**config.mk**
```make
export PLATFORM = sky130hd
export DESIGN_NAME = mips_cpu_harvard
export DESIGN_NICKNAME = d
export VERILOG_FILES = /design/src/hdl/mips_isa_pkg.sv /design/src/hdl/mips_ctrl_pkg.sv /design/src/hdl/control.sv /design/src/hdl/alu_control.sv /design/src/hdl/alu.sv /design/src/hdl/regfile.sv /design/src/hdl/pc.sv /design/src/hdl/mips_cpu_harvard.sv
export SDC_FILE = /design/constraint.sdc
export NUM_CORES = 2
export LEC_CHECK = 0
export BUFFER_PORTS_ARGS = -buffer_cell sky130_fd_sc_hd__buf_2
export CORE_MARGIN = 4
export CORE_UTILIZATION = 55
export CTS_CLUSTER_SIZE = 24
export DETAILED_ROUTE_END_ITERATION = 10
export GPL_TIMING_DRIVEN = 1
export PLACE_DENSITY = 0.72
export SYNTH_ARGS = -nofsm -noshare
export SYNTH_HDL_FRONTEND = slang
export SYNTH_SLANG_ARGS = --single-unit
```
**constraint.sdc**
```tcl
create_clock -name clk -period 16.1 [get_ports clk]
set_input_delay 3.22 -clock clk [delete_from_list [all_inputs] [get_ports clk]]
set_output_delay 3.22 -clock clk [all_outputs]
set_load 0.03 [all_outputs]
```
**src/hdl/mips_isa_pkg.sv**
```systemverilog
`default_nettype none

package mips_isa_pkg;

    typedef logic [31:0] word_t;
    typedef logic [4:0]  reg_idx_t;
    typedef logic [15:0] imm_t;

    // Primary opcode field, bits 31:26
    typedef enum logic [5:0] {
        OP_SPECIAL = 6'h00,
        OP_J       = 6'h02,
        OP_JAL     = 6'h03,
        OP_BEQ     = 6'h04,
        OP_BNE     = 6'h05,
        OP_ADDIU   = 6'h09,
        OP_SLTI    = 6'h0A,
        OP_ANDI    = 6'h0C,
        OP_ORI     = 6'h0D,
        OP_XORI    = 6'h0E,
        OP_LUI     = 6'h0F,
        OP_LW      = 6'h23,
        OP_SW      = 6'h2B
    } opcode_e;

    // SPECIAL function field, bits 5:0
    typedef enum logic [5:0] {
        FN_JR   = 6'h08,
        FN_ADDU = 6'h21,
        FN_SUBU = 6'h23,
        FN_AND  = 6'h24,
        FN_OR   = 6'h25,
        FN_XOR  = 6'h26,
        FN_SLT  = 6'h2A,
        FN_SLTU = 6'h2B
    } funct_e;

endpackage

`default_nettype wire

```
**src/hdl/mips_ctrl_pkg.sv**
```systemverilog
`default_nettype none

package mips_ctrl_pkg;

    // What the main decoder wants from the ALU
    typedef enum logic [1:0] {
        ALU_CLS_ADD       = 2'd0,
        ALU_CLS_SUB       = 2'd1,
        ALU_CLS_FUNCT     = 2'd2,
        ALU_CLS_IMM_LOGIC = 2'd3
    } alu_class_e;

    typedef enum logic [3:0] {
        ALU_ADD  = 4'd0,
        ALU_SUB  = 4'd1,
        ALU_AND  = 4'd2,
        ALU_OR   = 4'd3,
        ALU_XOR  = 4'd4,
        ALU_SLT  = 4'd5,
        ALU_SLTU = 4'd6,
        ALU_LUI  = 4'd7
    } alu_func_e;

    // Boot address in kseg1 ROM
    localparam mips_isa_pkg::word_t reset_vector = 32'hBFC0_0000;

endpackage

`default_nettype wire

```
**src/hdl/control.sv**
```systemverilog
`default_nettype none

module control (
    input  mips_isa_pkg::opcode_e     opcode,
    input  mips_isa_pkg::funct_e      funct,
    output logic                      reg_dst,
    output logic                      branch,
    output logic                      branch_ne,
    output logic                      jump,
    output logic                      jump_reg,
    output logic                      link,
    output logic                      mem_read,
    output logic                      mem_to_reg,
    output logic                      mem_write,
    output logic                      alu_src,
    output logic                      zero_ext,
    output logic                      reg_write,
    output mips_ctrl_pkg::alu_class_e alu_class
);
    import mips_isa_pkg::*;
    import mips_ctrl_pkg::*;

    always_comb begin
        reg_dst    = 1'b0;
        branch     = 1'b0;
        branch_ne  = 1'b0;
        jump       = 1'b0;
        jump_reg   = 1'b0;
        link       = 1'b0;
        mem_read   = 1'b0;
        mem_to_reg = 1'b0;
        mem_write  = 1'b0;
        alu_src    = 1'b0;
        zero_ext   = 1'b0;
        reg_write  = 1'b0;
        alu_class  = ALU_CLS_ADD;
        case (opcode)
            OP_SPECIAL: begin
                alu_class = ALU_CLS_FUNCT;
                case (funct)
                    FN_JR: jump_reg = 1'b1;
                    FN_ADDU, FN_SUBU, FN_AND, FN_OR, FN_XOR, FN_SLT, FN_SLTU: begin
                        reg_dst   = 1'b1;
                        reg_write = 1'b1;
                    end
                    default: ;
                endcase
            end
            OP_J: jump = 1'b1;
            OP_JAL: begin
                jump      = 1'b1;
                link      = 1'b1;
                reg_write = 1'b1;
            end
            // Branches compare rs and rt by subtraction
            OP_BEQ: begin
                branch    = 1'b1;
                alu_class = ALU_CLS_SUB;
            end
            OP_BNE: begin
                branch_ne = 1'b1;
                alu_class = ALU_CLS_SUB;
            end
            OP_ADDIU: begin
                alu_src   = 1'b1;
                reg_write = 1'b1;
            end
            OP_SLTI: begin
                alu_src   = 1'b1;
                reg_write = 1'b1;
                alu_class = ALU_CLS_IMM_LOGIC;
            end
            OP_ANDI, OP_ORI, OP_XORI, OP_LUI: begin
                alu_src   = 1'b1;
                zero_ext  = 1'b1;
                reg_write = 1'b1;
                alu_class = ALU_CLS_IMM_LOGIC;
            end
            OP_LW: begin
                alu_src    = 1'b1;
                mem_read   = 1'b1;
                mem_to_reg = 1'b1;
                reg_write  = 1'b1;
            end
            OP_SW: begin
                alu_src   = 1'b1;
                mem_write = 1'b1;
            end
            default: ;
        endcase
    end

endmodule

`default_nettype wire

```
**src/hdl/alu_control.sv**
```systemverilog
`default_nettype none

module alu_control (
    input  mips_ctrl_pkg::alu_class_e alu_class,
    input  mips_isa_pkg::funct_e      funct,
    input  mips_isa_pkg::opcode_e     opcode,
    output mips_ctrl_pkg::alu_func_e  alu_func
);
    import mips_isa_pkg::*;
    import mips_ctrl_pkg::*;

    always_comb begin
        alu_func = ALU_ADD;
        case (alu_class)
            ALU_CLS_ADD: alu_func = ALU_ADD;
            ALU_CLS_SUB: alu_func = ALU_SUB;
            ALU_CLS_FUNCT: begin
                case (funct)
                    FN_SUBU: alu_func = ALU_SUB;
                    FN_AND:  alu_func = ALU_AND;
                    FN_OR:   alu_func = ALU_OR;
                    FN_XOR:  alu_func = ALU_XOR;
                    FN_SLT:  alu_func = ALU_SLT;
                    FN_SLTU: alu_func = ALU_SLTU;
                    // ADDU, and JR where the result is unused
                    default: alu_func = ALU_ADD;
                endcase
            end
            ALU_CLS_IMM_LOGIC: begin
                case (opcode)
                    OP_SLTI: alu_func = ALU_SLT;
                    OP_ANDI: alu_func = ALU_AND;
                    OP_ORI:  alu_func = ALU_OR;
                    OP_XORI: alu_func = ALU_XOR;
                    OP_LUI:  alu_func = ALU_LUI;
                    default: alu_func = ALU_ADD;
                endcase
            end
            default: alu_func = ALU_ADD;
        endcase
    end

endmodule

`default_nettype wire

```
**src/hdl/alu.sv**
```systemverilog
`default_nettype none

module alu (
    input  mips_ctrl_pkg::alu_func_e func,
    input  mips_isa_pkg::word_t      op1,
    input  mips_isa_pkg::word_t      op2,
    output mips_isa_pkg::word_t      result,
    output logic                     zero
);
    import mips_ctrl_pkg::*;

    logic lt_signed;
    logic lt_unsigned;

    assign lt_signed   = $signed(op1) < $signed(op2);
    assign lt_unsigned = op1 < op2;

    always_comb begin
        case (func)
            ALU_ADD:  result = op1 + op2;
            ALU_SUB:  result = op1 - op2;
            ALU_AND:  result = op1 & op2;
            ALU_OR:   result = op1 | op2;
            ALU_XOR:  result = op1 ^ op2;
            ALU_SLT:  result = {31'b0, lt_signed};
            ALU_SLTU: result = {31'b0, lt_unsigned};
            // Immediate into the upper half
            ALU_LUI:  result = op2 << 16;
            default:  result = '0;
        endcase
    end

    // Used by BEQ/BNE after a subtract
    assign zero = (result == '0);

endmodule

`default_nettype wire

```
**src/hdl/regfile.sv**
```systemverilog
`default_nettype none

module regfile (
    input  logic                   clk,
    input  logic                   rst,
    input  logic                   clk_enable,
    input  logic                   write_enable,
    input  mips_isa_pkg::reg_idx_t read_reg1,
    input  mips_isa_pkg::reg_idx_t read_reg2,
    input  mips_isa_pkg::reg_idx_t write_reg,
    input  mips_isa_pkg::word_t    write_data,
    output mips_isa_pkg::word_t    read_data1,
    output mips_isa_pkg::word_t    read_data2,
    output mips_isa_pkg::word_t    register_v0
);
    import mips_isa_pkg::*;

    word_t regs [32];

    // $0 is never written, so it keeps its reset value
    always_ff @(posedge clk) begin
        if (rst) begin
            for (int i = 0; i < 32; i++) begin
                regs[i] <= '0;
            end
        end else if (clk_enable && write_enable && (write_reg != '0)) begin
            regs[write_reg] <= write_data;
        end
    end

    assign read_data1  = regs[read_reg1];
    assign read_data2  = regs[read_reg2];
    assign register_v0 = regs[2];

    zero_reg_a: assert property (
        @(posedge clk) disable iff (rst)
        (read_reg1 == '0) |-> (read_data1 == '0)
    ) else $error("regfile: $0 read as nonzero on port 1");

    zero_reg_b: assert property (
        @(posedge clk) disable iff (rst)
        (read_reg2 == '0) |-> (read_data2 == '0)
    ) else $error("regfile: $0 read as nonzero on port 2");

endmodule

`default_nettype wire

```
**src/hdl/pc.sv**
```systemverilog
`default_nettype none

module pc #(
    parameter mips_isa_pkg::word_t reset_addr = mips_ctrl_pkg::reset_vector
) (
    input  logic                clk,
    input  logic                rst,
    input  logic                clk_enable,
    input  logic                take_branch,
    input  logic                jump,
    input  logic                jump_reg,
    input  mips_isa_pkg::word_t branch_offset,
    input  mips_isa_pkg::word_t jump_target,
    input  mips_isa_pkg::word_t reg_target,
    output mips_isa_pkg::word_t curr_addr,
    output logic                active
);
    import mips_isa_pkg::*;

    word_t addr_p4;
    word_t next_addr;

    assign addr_p4 = curr_addr + 32'd4;

    // Branch, then J/JAL, then JR, else sequential
    always_comb begin
        if (take_branch) begin
            next_addr = addr_p4 + (branch_offset << 2);
        end else if (jump) begin
            next_addr = {addr_p4[31:28], jump_target[27:0]};
        end else if (jump_reg) begin
            next_addr = reg_target;
        end else begin
            next_addr = addr_p4;
        end
    end

    always_ff @(posedge clk) begin
        if (rst) begin
            curr_addr <= reset_addr;
            active    <= 1'b1;
        end else if (clk_enable && active) begin
            curr_addr <= next_addr;
            // Jump to address 0 ends the program
            if (next_addr == '0) begin
                active <= 1'b0;
            end
        end
    end

    pc_aligned: assert property (
        @(posedge clk) disable iff (rst)
        active |-> (curr_addr[1:0] == 2'b00)
    ) else $error("pc: misaligned fetch address %h", curr_addr);

endmodule

`default_nettype wire

```
**src/hdl/mips_cpu_harvard.sv**
```systemverilog
`default_nettype none

module mips_cpu_harvard #(
    parameter mips_isa_pkg::word_t reset_addr = mips_ctrl_pkg::reset_vector
) (
    input  logic                clk,
    input  logic                rst,
    input  logic                clk_enable,
    output logic                active,
    output mips_isa_pkg::word_t register_v0,

    output mips_isa_pkg::word_t instr_address,
    input  mips_isa_pkg::word_t instr_readdata,

    output mips_isa_pkg::word_t data_address,
    output logic                data_read,
    output logic                data_write,
    output mips_isa_pkg::word_t data_writedata,
    input  mips_isa_pkg::word_t data_readdata
);
    import mips_isa_pkg::*;
    import mips_ctrl_pkg::*;

    opcode_e    opcode;
    funct_e     funct;
    reg_idx_t   rs;
    reg_idx_t   rt;
    reg_idx_t   rd;
    imm_t       imm;
    word_t      imm_ext;
    word_t      jump_target;

    logic       reg_dst;
    logic       branch;
    logic       branch_ne;
    logic       jump;
    logic       jump_reg;
    logic       link;
    logic       mem_read;
    logic       mem_to_reg;
    logic       mem_write;
    logic       alu_src;
    logic       zero_ext;
    logic       reg_write;
    alu_class_e alu_class;
    alu_func_e  alu_func;

    word_t      rs_data;
    word_t      rt_data;
    word_t      alu_op2;
    word_t      alu_result;
    logic       alu_zero;
    logic       take_branch;

    reg_idx_t   wb_reg;
    word_t      wb_data;
    word_t      return_addr;

    // Instruction fields
    assign opcode      = opcode_e'(instr_readdata[31:26]);
    assign funct       = funct_e'(instr_readdata[5:0]);
    assign rs          = instr_readdata[25:21];
    assign rt          = instr_readdata[20:16];
    assign rd          = instr_readdata[15:11];
    assign imm         = instr_readdata[15:0];
    assign imm_ext     = zero_ext ? {16'h0000, imm} : {{16{imm[15]}}, imm};
    assign jump_target = {4'b0000, instr_readdata[25:0], 2'b00};

    control u_control (
        .opcode     (opcode),
        .funct      (funct),
        .reg_dst    (reg_dst),
        .branch     (branch),
        .branch_ne  (branch_ne),
        .jump       (jump),
        .jump_reg   (jump_reg),
        .link       (link),
        .mem_read   (mem_read),
        .mem_to_reg (mem_to_reg),
        .mem_write  (mem_write),
        .alu_src    (alu_src),
        .zero_ext   (zero_ext),
        .reg_write  (reg_write),
        .alu_class  (alu_class)
    );

    alu_control u_alu_control (
        .alu_class (alu_class),
        .funct     (funct),
        .opcode    (opcode),
        .alu_func  (alu_func)
    );

    assign alu_op2 = alu_src ? imm_ext : rt_data;

    alu u_alu (
        .func   (alu_func),
        .op1    (rs_data),
        .op2    (alu_op2),
        .result (alu_result),
        .zero   (alu_zero)
    );

    assign take_branch = (branch && alu_zero) || (branch_ne && !alu_zero);

    // JAL links to $31, R-type writes rd, the rest write rt
    assign return_addr = instr_address + 32'd4;
    assign wb_reg      = link ? 5'd31 : (reg_dst ? rd : rt);
    assign wb_data     = link ? return_addr : (mem_to_reg ? data_readdata : alu_result);

    regfile u_regfile (
        .clk          (clk),
        .rst          (rst),
        .clk_enable   (clk_enable),
        .write_enable (reg_write && active),
        .read_reg1    (rs),
        .read_reg2    (rt),
        .write_reg    (wb_reg),
        .write_data   (wb_data),
        .read_data1   (rs_data),
        .read_data2   (rt_data),
        .register_v0  (register_v0)
    );

    pc #(
        .reset_addr (reset_addr)
    ) u_pc (
        .clk           (clk),
        .rst           (rst),
        .clk_enable    (clk_enable),
        .take_branch   (take_branch),
        .jump          (jump),
        .jump_reg      (jump_reg),
        .branch_offset (imm_ext),
        .jump_target   (jump_target),
        .reg_target    (rs_data),
        .curr_addr     (instr_address),
        .active        (active)
    );

    // No memory traffic once halted
    assign data_address   = alu_result;
    assign data_read      = mem_read && active;
    assign data_write     = mem_write && active;
    assign data_writedata = rt_data;

endmodule

`default_nettype wire

```
# Yosys cells after proc, flatten, opt, wreduce, memory -nomap -nowiden
# Memory sizes are Yosys's and may differ from the RTL's.
# Index checks and enable logic that the tools add are counted.
op_classes:
  n_addsub: 4
  order_cmp: 2
  eq_ne: 30
  mux: 35
  n_bitwise: 3
  reduce_logical: 25
op_table:
  columns: ["cell", "n"]
  rows:
  - ["$mux W32", 8]
  - ["$pmux W32 S8", 1]
  - ["$add A32 B32 Y32", 2]
  - ["$logic_not A32 Y1", 2]
  - ["$lt A32 B32 Y1", 2]
  - ["$eq A6 B6 Y1 const B", 9]
  - ["$eq A6 B4 Y1 const B", 7]
  - ["$add A32 B3 Y32 const B", 1]
  - ["$and A32 B32 Y32", 1]
  - ["$or A32 B32 Y32", 1]
  - ["$reduce_or A32 Y1", 1]
  - ["$sub A32 B32 Y32", 1]
  - ["$xor A32 B32 Y32", 1]
  - ["$mux W1", 18]
  - ["$pmux W3 S6", 1]
  - ["$eq A4 B3 Y1 const B", 4]
  - ["$pmux W4 S4", 1]
  - ["$reduce_or A8 Y1", 2]
  - ["$mux W5", 3]
  - ["$pmux W3 S5", 1]
  - ["$eq A6 B2 Y1 const B", 2]
  - ["$eq A6 B3 Y1 const B", 2]
  - ["$eq A4 B2 Y1 const B", 2]
  - ["$logic_and A1 B1 Y1", 8]
  - ["16 further kinds", 18]
word_totals:
  ff_bits: 33
  mem_bits_rw: 1024
  inputBits: 67
  word_cells: 102
  memories: 1
mem_list:
  columns: ["name", "depth", "word_bits", "rd", "rd_ports_with_merged_regs", "write_ports", "line", "rtl"]
  rows:
  - ["u_regfile.regs", 32, 32, 3, 0, 32, "regfile.sv:18", "word_t regs [32];"]

# Depth between registers and ports, before layout
logic_depth:
  depth_word: 14
  depth_mapped: 32

# Modules after synthesis
# Synthesis repeated with hierarchy kept, for this count alone.
unflattened:
  cells_unflattened: 6459
  hier_area_um2: 68595.8
by_module_without_submodules:
  columns: ["module", "n_inst", "cells_each", "area_per_inst_um2", "seq_area_each_um2"]
  rows:
  - ["regfile", 1, 4604, 56117.6, 30749.5]
  - ["alu", 1, 839, 5517.8, 0.0]
  - ["pc", 1, 665, 4664.5, 660.6]
  - ["mips_cpu_harvard", 1, 283, 1815.5, 0.0]
  - ["control", 1, 43, 315.3, 0.0]
  - ["alu_control", 1, 25, 165.2, 0.0]

# Worst setup path before layout
# No wires, ideal clock.
synth_timing:
  path_kind: "in2out"
  from: "input port instr_readdata[21]"
  to: "output port data_address[31]"
  arrival_time_ps: 9352
  t_required_ps: 12880
  slack_ps: 3528
  path_stages: 21
  path_buffers: 7
  cell_sequence: "clkbuf_1 > buf_1 > buf_2 > clkbuf_1 > buf_1 > buf_1 > mux4_2 > mux4_2 > mux2i_1 > inv_1 > ha_1 > clkbuf_1 > inv_1 > a21o_1 > a211oi_1 > nand2_1 > o211ai_1 > a21oi_1 > o211ai_1 > o21ba_2 > o21ai_1"
synth_between:
  elab_chain_len: 3
  elab_cells_between_ends: 7
  classes_between: "2 x add/sub; 1 x mux; 3 x bitwise; 1 x memory"
synth_rtl:
  columns: ["item", "line", "rtl"]
  rows:
  - ["from (decl)", "mips_cpu_harvard.sv:13", "input mips_isa_pkg::word_t instr_readdata,"]
  - ["$mem_v2 Z32 W32 *", null, null]
  - ["$sub A32 B32 Y32, or another cell as far along", "alu.sv:21", "ALU_SUB: result = op1 - op2;"]
  - ["$pmux W32 S8 *", "alu.sv:19", "case (func)"]
  - ["to (decl)", "mips_cpu_harvard.sv:15", "output mips_isa_pkg::word_t data_address,"]
# Mark *: on every way between the ends. The rest lies on a longest branch, timed or not.

# Worst setup path in the final report
layout_timing:
  from: "input port instr_readdata[17]"
  to: "output port data_address[31]"
layout_between:
  elab_chain_len: 4
  elab_cells_between_ends: 8
  classes_between: "2 x add/sub; 2 x mux; 3 x bitwise; 1 x memory"
layout_rtl:
  columns: ["item", "line", "rtl"]
  rows:
  - ["$mem_v2 Z32 W32 *", null, null]
  - ["$mux W32 *", "mips_cpu_harvard.sv:94", "assign alu_op2 = alu_src ? imm_ext : rt_data;"]
  - ["$sub A32 B32 Y32, or another cell as far along", "alu.sv:21", null]
  - ["$pmux W32 S8 *", "alu.sv:19", null]
# Marked as above.

==> metrics.md <==
| Metric | Value |
|---|---|
| Worst EP arrival | `10410 ps` |
| Remaining DRCs | `0` |
| Main synth FF type | `edfxtp_1` |
| R2R depth | `20` |
| Critical path launch point type | `input port` |
| Post-route ant nets | `0` |
| Mapped Area | `62400 sq um` |
| Hold Crit Class | `reg2reg` |
| Pre-CTS WS | `2530 ps` |
| Upper clock frequency limit | `73.3 MHz` |
| Setup Buffers After CTS | `0` |
| WL final | `242000 um` |
| Rel. slew slack | `-5.34%` |
| Final hold viol count | `0` |
| Violated checks | `max-capacitance violations, max-slew violations` |
| Worst hold path depth | `2` |
| Cell count after synthesis | `4861` |
| WHS | `~500 ps` |
| CTS root buffer | `clkbuf_16` |
| Congestion Overflow GR | `0` |
| Nets | `5074` |
| VDD IR max | `a little over 0.00009 V` |
| Unrepaired setup endpoints after global routing | `false` |
| Ports | `around 200` |
| Clock Latency Late Sink | `730 ps` |
| Area delta synth->final | `9.53%` |
| Worst setup startpoint | `instr_readdata[17]` |
| Post-synth cell types | `a little under 100` |
| Max clock buf depth | `3` |
| H-tree levels | `3` |
| Reg-to-reg startpoint | `u_regfile.regs[2][9]` |
| Post-cts sizing count | `0` |
| Gr usage total | `roughly two fifths` |
| Die Ht | `345 um` |
| Num CTS Buffers | `105` |
| Drt pass-1 iters | `7` |
| Layout cells sized above 1 | `between 20% and 30%` |
| HPWL after detailed placement | `147000 um` |
| Outcome | `finished with violations` |
| Port bufs | `about 200` |
| Initial drt markers | `8144` |
| Initial Util | `55.5%` |
| FF+latch count, synth | `1057` |
| Max_cap viols | `1` |
| EDFF count, synth | `~1k` |
| Sink of the worst hold path | `u_pc.curr_addr[16]` |
| Setup TNS | `0 ps` |
| Largest net degree at the start of global routing | `about 110` |
| CORE AREA | `112000 sq um` |
| Fin Clk Skew | `56.4 ps` |
| WP data required | `12880 ps` |
| Commonest non-fill, non-tap cell in the layout | `nor2_1` |
| Power Dens Cells | `between 100 and 150 nW/um^2` |
| Setup WS post-layout | `2470 ps` |
| Initial antenna violation count | `6` |
| Drt via density | `7.36` |
| Synth Area per Inst | `12.8 sq um` |
| Number of global-route vias before repair | `46.7k` |
| TritonCTS Sinks | `1057` |
| Hold Buf Count CTS | `0` |
| Worst r2r dst | `u_pc.active` |
| Ys async rst share | `0%` |
| Final RePlAce weighted congestion | `0.997` |
| CTS tree | `yes` |
| Chip Width | `345 um` |
| CTS clk-pin slew, worst paths | `60 ps` |
| FF-to-FF setup slack | `approximately 6600 ps` |
| Synth warn | `0` |
| Crit Path Class | `in2out` |
| Avg WL per Cell | `37.4 um` |
| First-pass GRT wire length | `338000 um` |
| Most frequent cells in the layout | `1125 x nor2_1, 1024 x edfxtp_1, 624 x mux4_2, 187 x buf_2, 178 x nand2_1` |
| Hold Crit Start | `u_pc.curr_addr[16]` |
| Die Footprint | `about 120000 sq um` |
| Final setup vio count | `0` |
| Row count | `123` |
| Leak | `24.6 nW` |
| Fin crit share | `84.7%` |
| Via count | `about 48k` |
| CP max FO | `95` |
| Sequential cell area fraction in the yosys report | `roughly half` |
| Slew of the pin with the lowest slew margin | `1560 ps` |
| Period minus WS final | `13630 ps` |
| CP endpoint kind | `primary output` |
| Slew Viols, Final | `3` |
-- worst max-delay path, stage by stage --
cell,delay [ps]
buf_8,630
buf_4,940
mux4_2,420
mux4_2,500
mux2_2,370
mux2i_1,270
ha_1,500
nand3_1,280
nor4_1,670
o311ai_1,310
a31oi_1,440
o221ai_1,410
o21a_1,290
o211ai_1,230
o31ai_1,100
o21ai_1,310
buf_2,270
-- cell type report --
| class | instances | area, sq um |
|---|---|---|
| Clock buffer | 131 | 2770 |
| Fill cell | 8405 | 44100 |
| Multi-Input combinational cell | 3273 | 29400 |
| Sequential cell | 1057 | 31400 |
| Tap cell | 1500 | 1880 |
| Clock inverter | 59 | 415 |
| Antenna cell | 1 | 2.50 |
| Inverter | 113 | 424 |
| Timing Repair Buffer | 335 | 2100 |
-- cell usage after synthesis (14+ instances only) --
master / number / area (sq um)
edfxtp_1: 1024 / 30700
buf_2: 22 / 110
nor2b_1: 31 / 194
and3_1: 14 / 87.6
inv_1: 109 / 409
dfxtp_1: 33 / 661
o21a_1: 21 / 158
mux2_2: 39 / 439
o21bai_1: 15 / 113
nand2_1: 241 / 905
nor3_1: 55 / 275
o31ai_1: 23 / 173
o211ai_1: 30 / 225
xor2_1: 15 / 131
a21oi_1: 114 / 571
o21ai_0: 133 / 666
nor2_1: 1125 / 4220
a21o_1: 22 / 165
a22oi_1: 23 / 173
nand4_1: 19 / 119
buf_1: 76 / 285
ha_1: 119 / 1490
nand2b_1: 16 / 100
and2_1: 17 / 106
mux4_2: 624 / 14100
a211oi_1: 26 / 195
xnor2_1: 56 / 490
mux2i_1: 101 / 1010
clkbuf_1: 346 / 1300
a31oi_1: 29 / 181
nand3_1: 70 / 350
nor4_1: 33 / 206
-- how the worst max path moves through the flow --
stage,end
floorplan,data_address[31]
global placement,data_address[28]
detailed placement,data_address[31]
CTS,data_address[31]
global route,data_address[31]
finish,data_address[31]
-- logic make-up (layout without fill, tap and decap cells) --
kind of cell	Yosys count	count (layout)	share of synthesized area [%]
compound gates	588	588	6.39
xor+xnor	71	71	0.996
fa+ha+maj	122	122	2.48
buf+inv	562	638	3.46
flops	1057	1057	50.3
mux	764	764	24.8
other cells	1	33	0.00601
simple gates	1696	1696	11.5
-- flip-flops by register name, indices dropped and copies added, names as in the netlist --
register,cells
u_regfile.regs,1024
u_pc.curr_addr,32
u_pc.active,1
-- metal layers --
metal,vias to the layer above,track usage [%],routed length [um]
li1,18600,-,-
met4,4,23.0,17100
met3,927,15.3,39600
met2,4394,61.3,108000
met1,23700,50.3,76800
met5,-,0,29
-- report_power, final --
part           switching (W)  leakage (nW)  internal, W
Combinational        0.00159          12.3     0.000666
Sequential         0.0000609          10.8      0.00311
Clock                0.00108          1.53      0.00126
Total                0.00273          24.6      0.00504
-- metrics by stage --
| stage | total power [W] | instances | instance area [sq um] | util (%) |
|---|---|---|---|---|
| floorplan | 0.00462 | 4892 | 62500 | - |
| global placement | 0.00539 | 6278 | 65200 | 57.9 |
| detailed placement | 0.00540 | 6278 | 65200 | 57.9 |
| CTS | 0.00769 | 6468 | 68400 | 60.8 |
| global route | 0.00799 | 6468 | 68400 | 60.8 |
| finish | 0.00777 | 6469 | 68400 | 60.8 |
No activity file was read; power rests on OpenSTA's default activity.
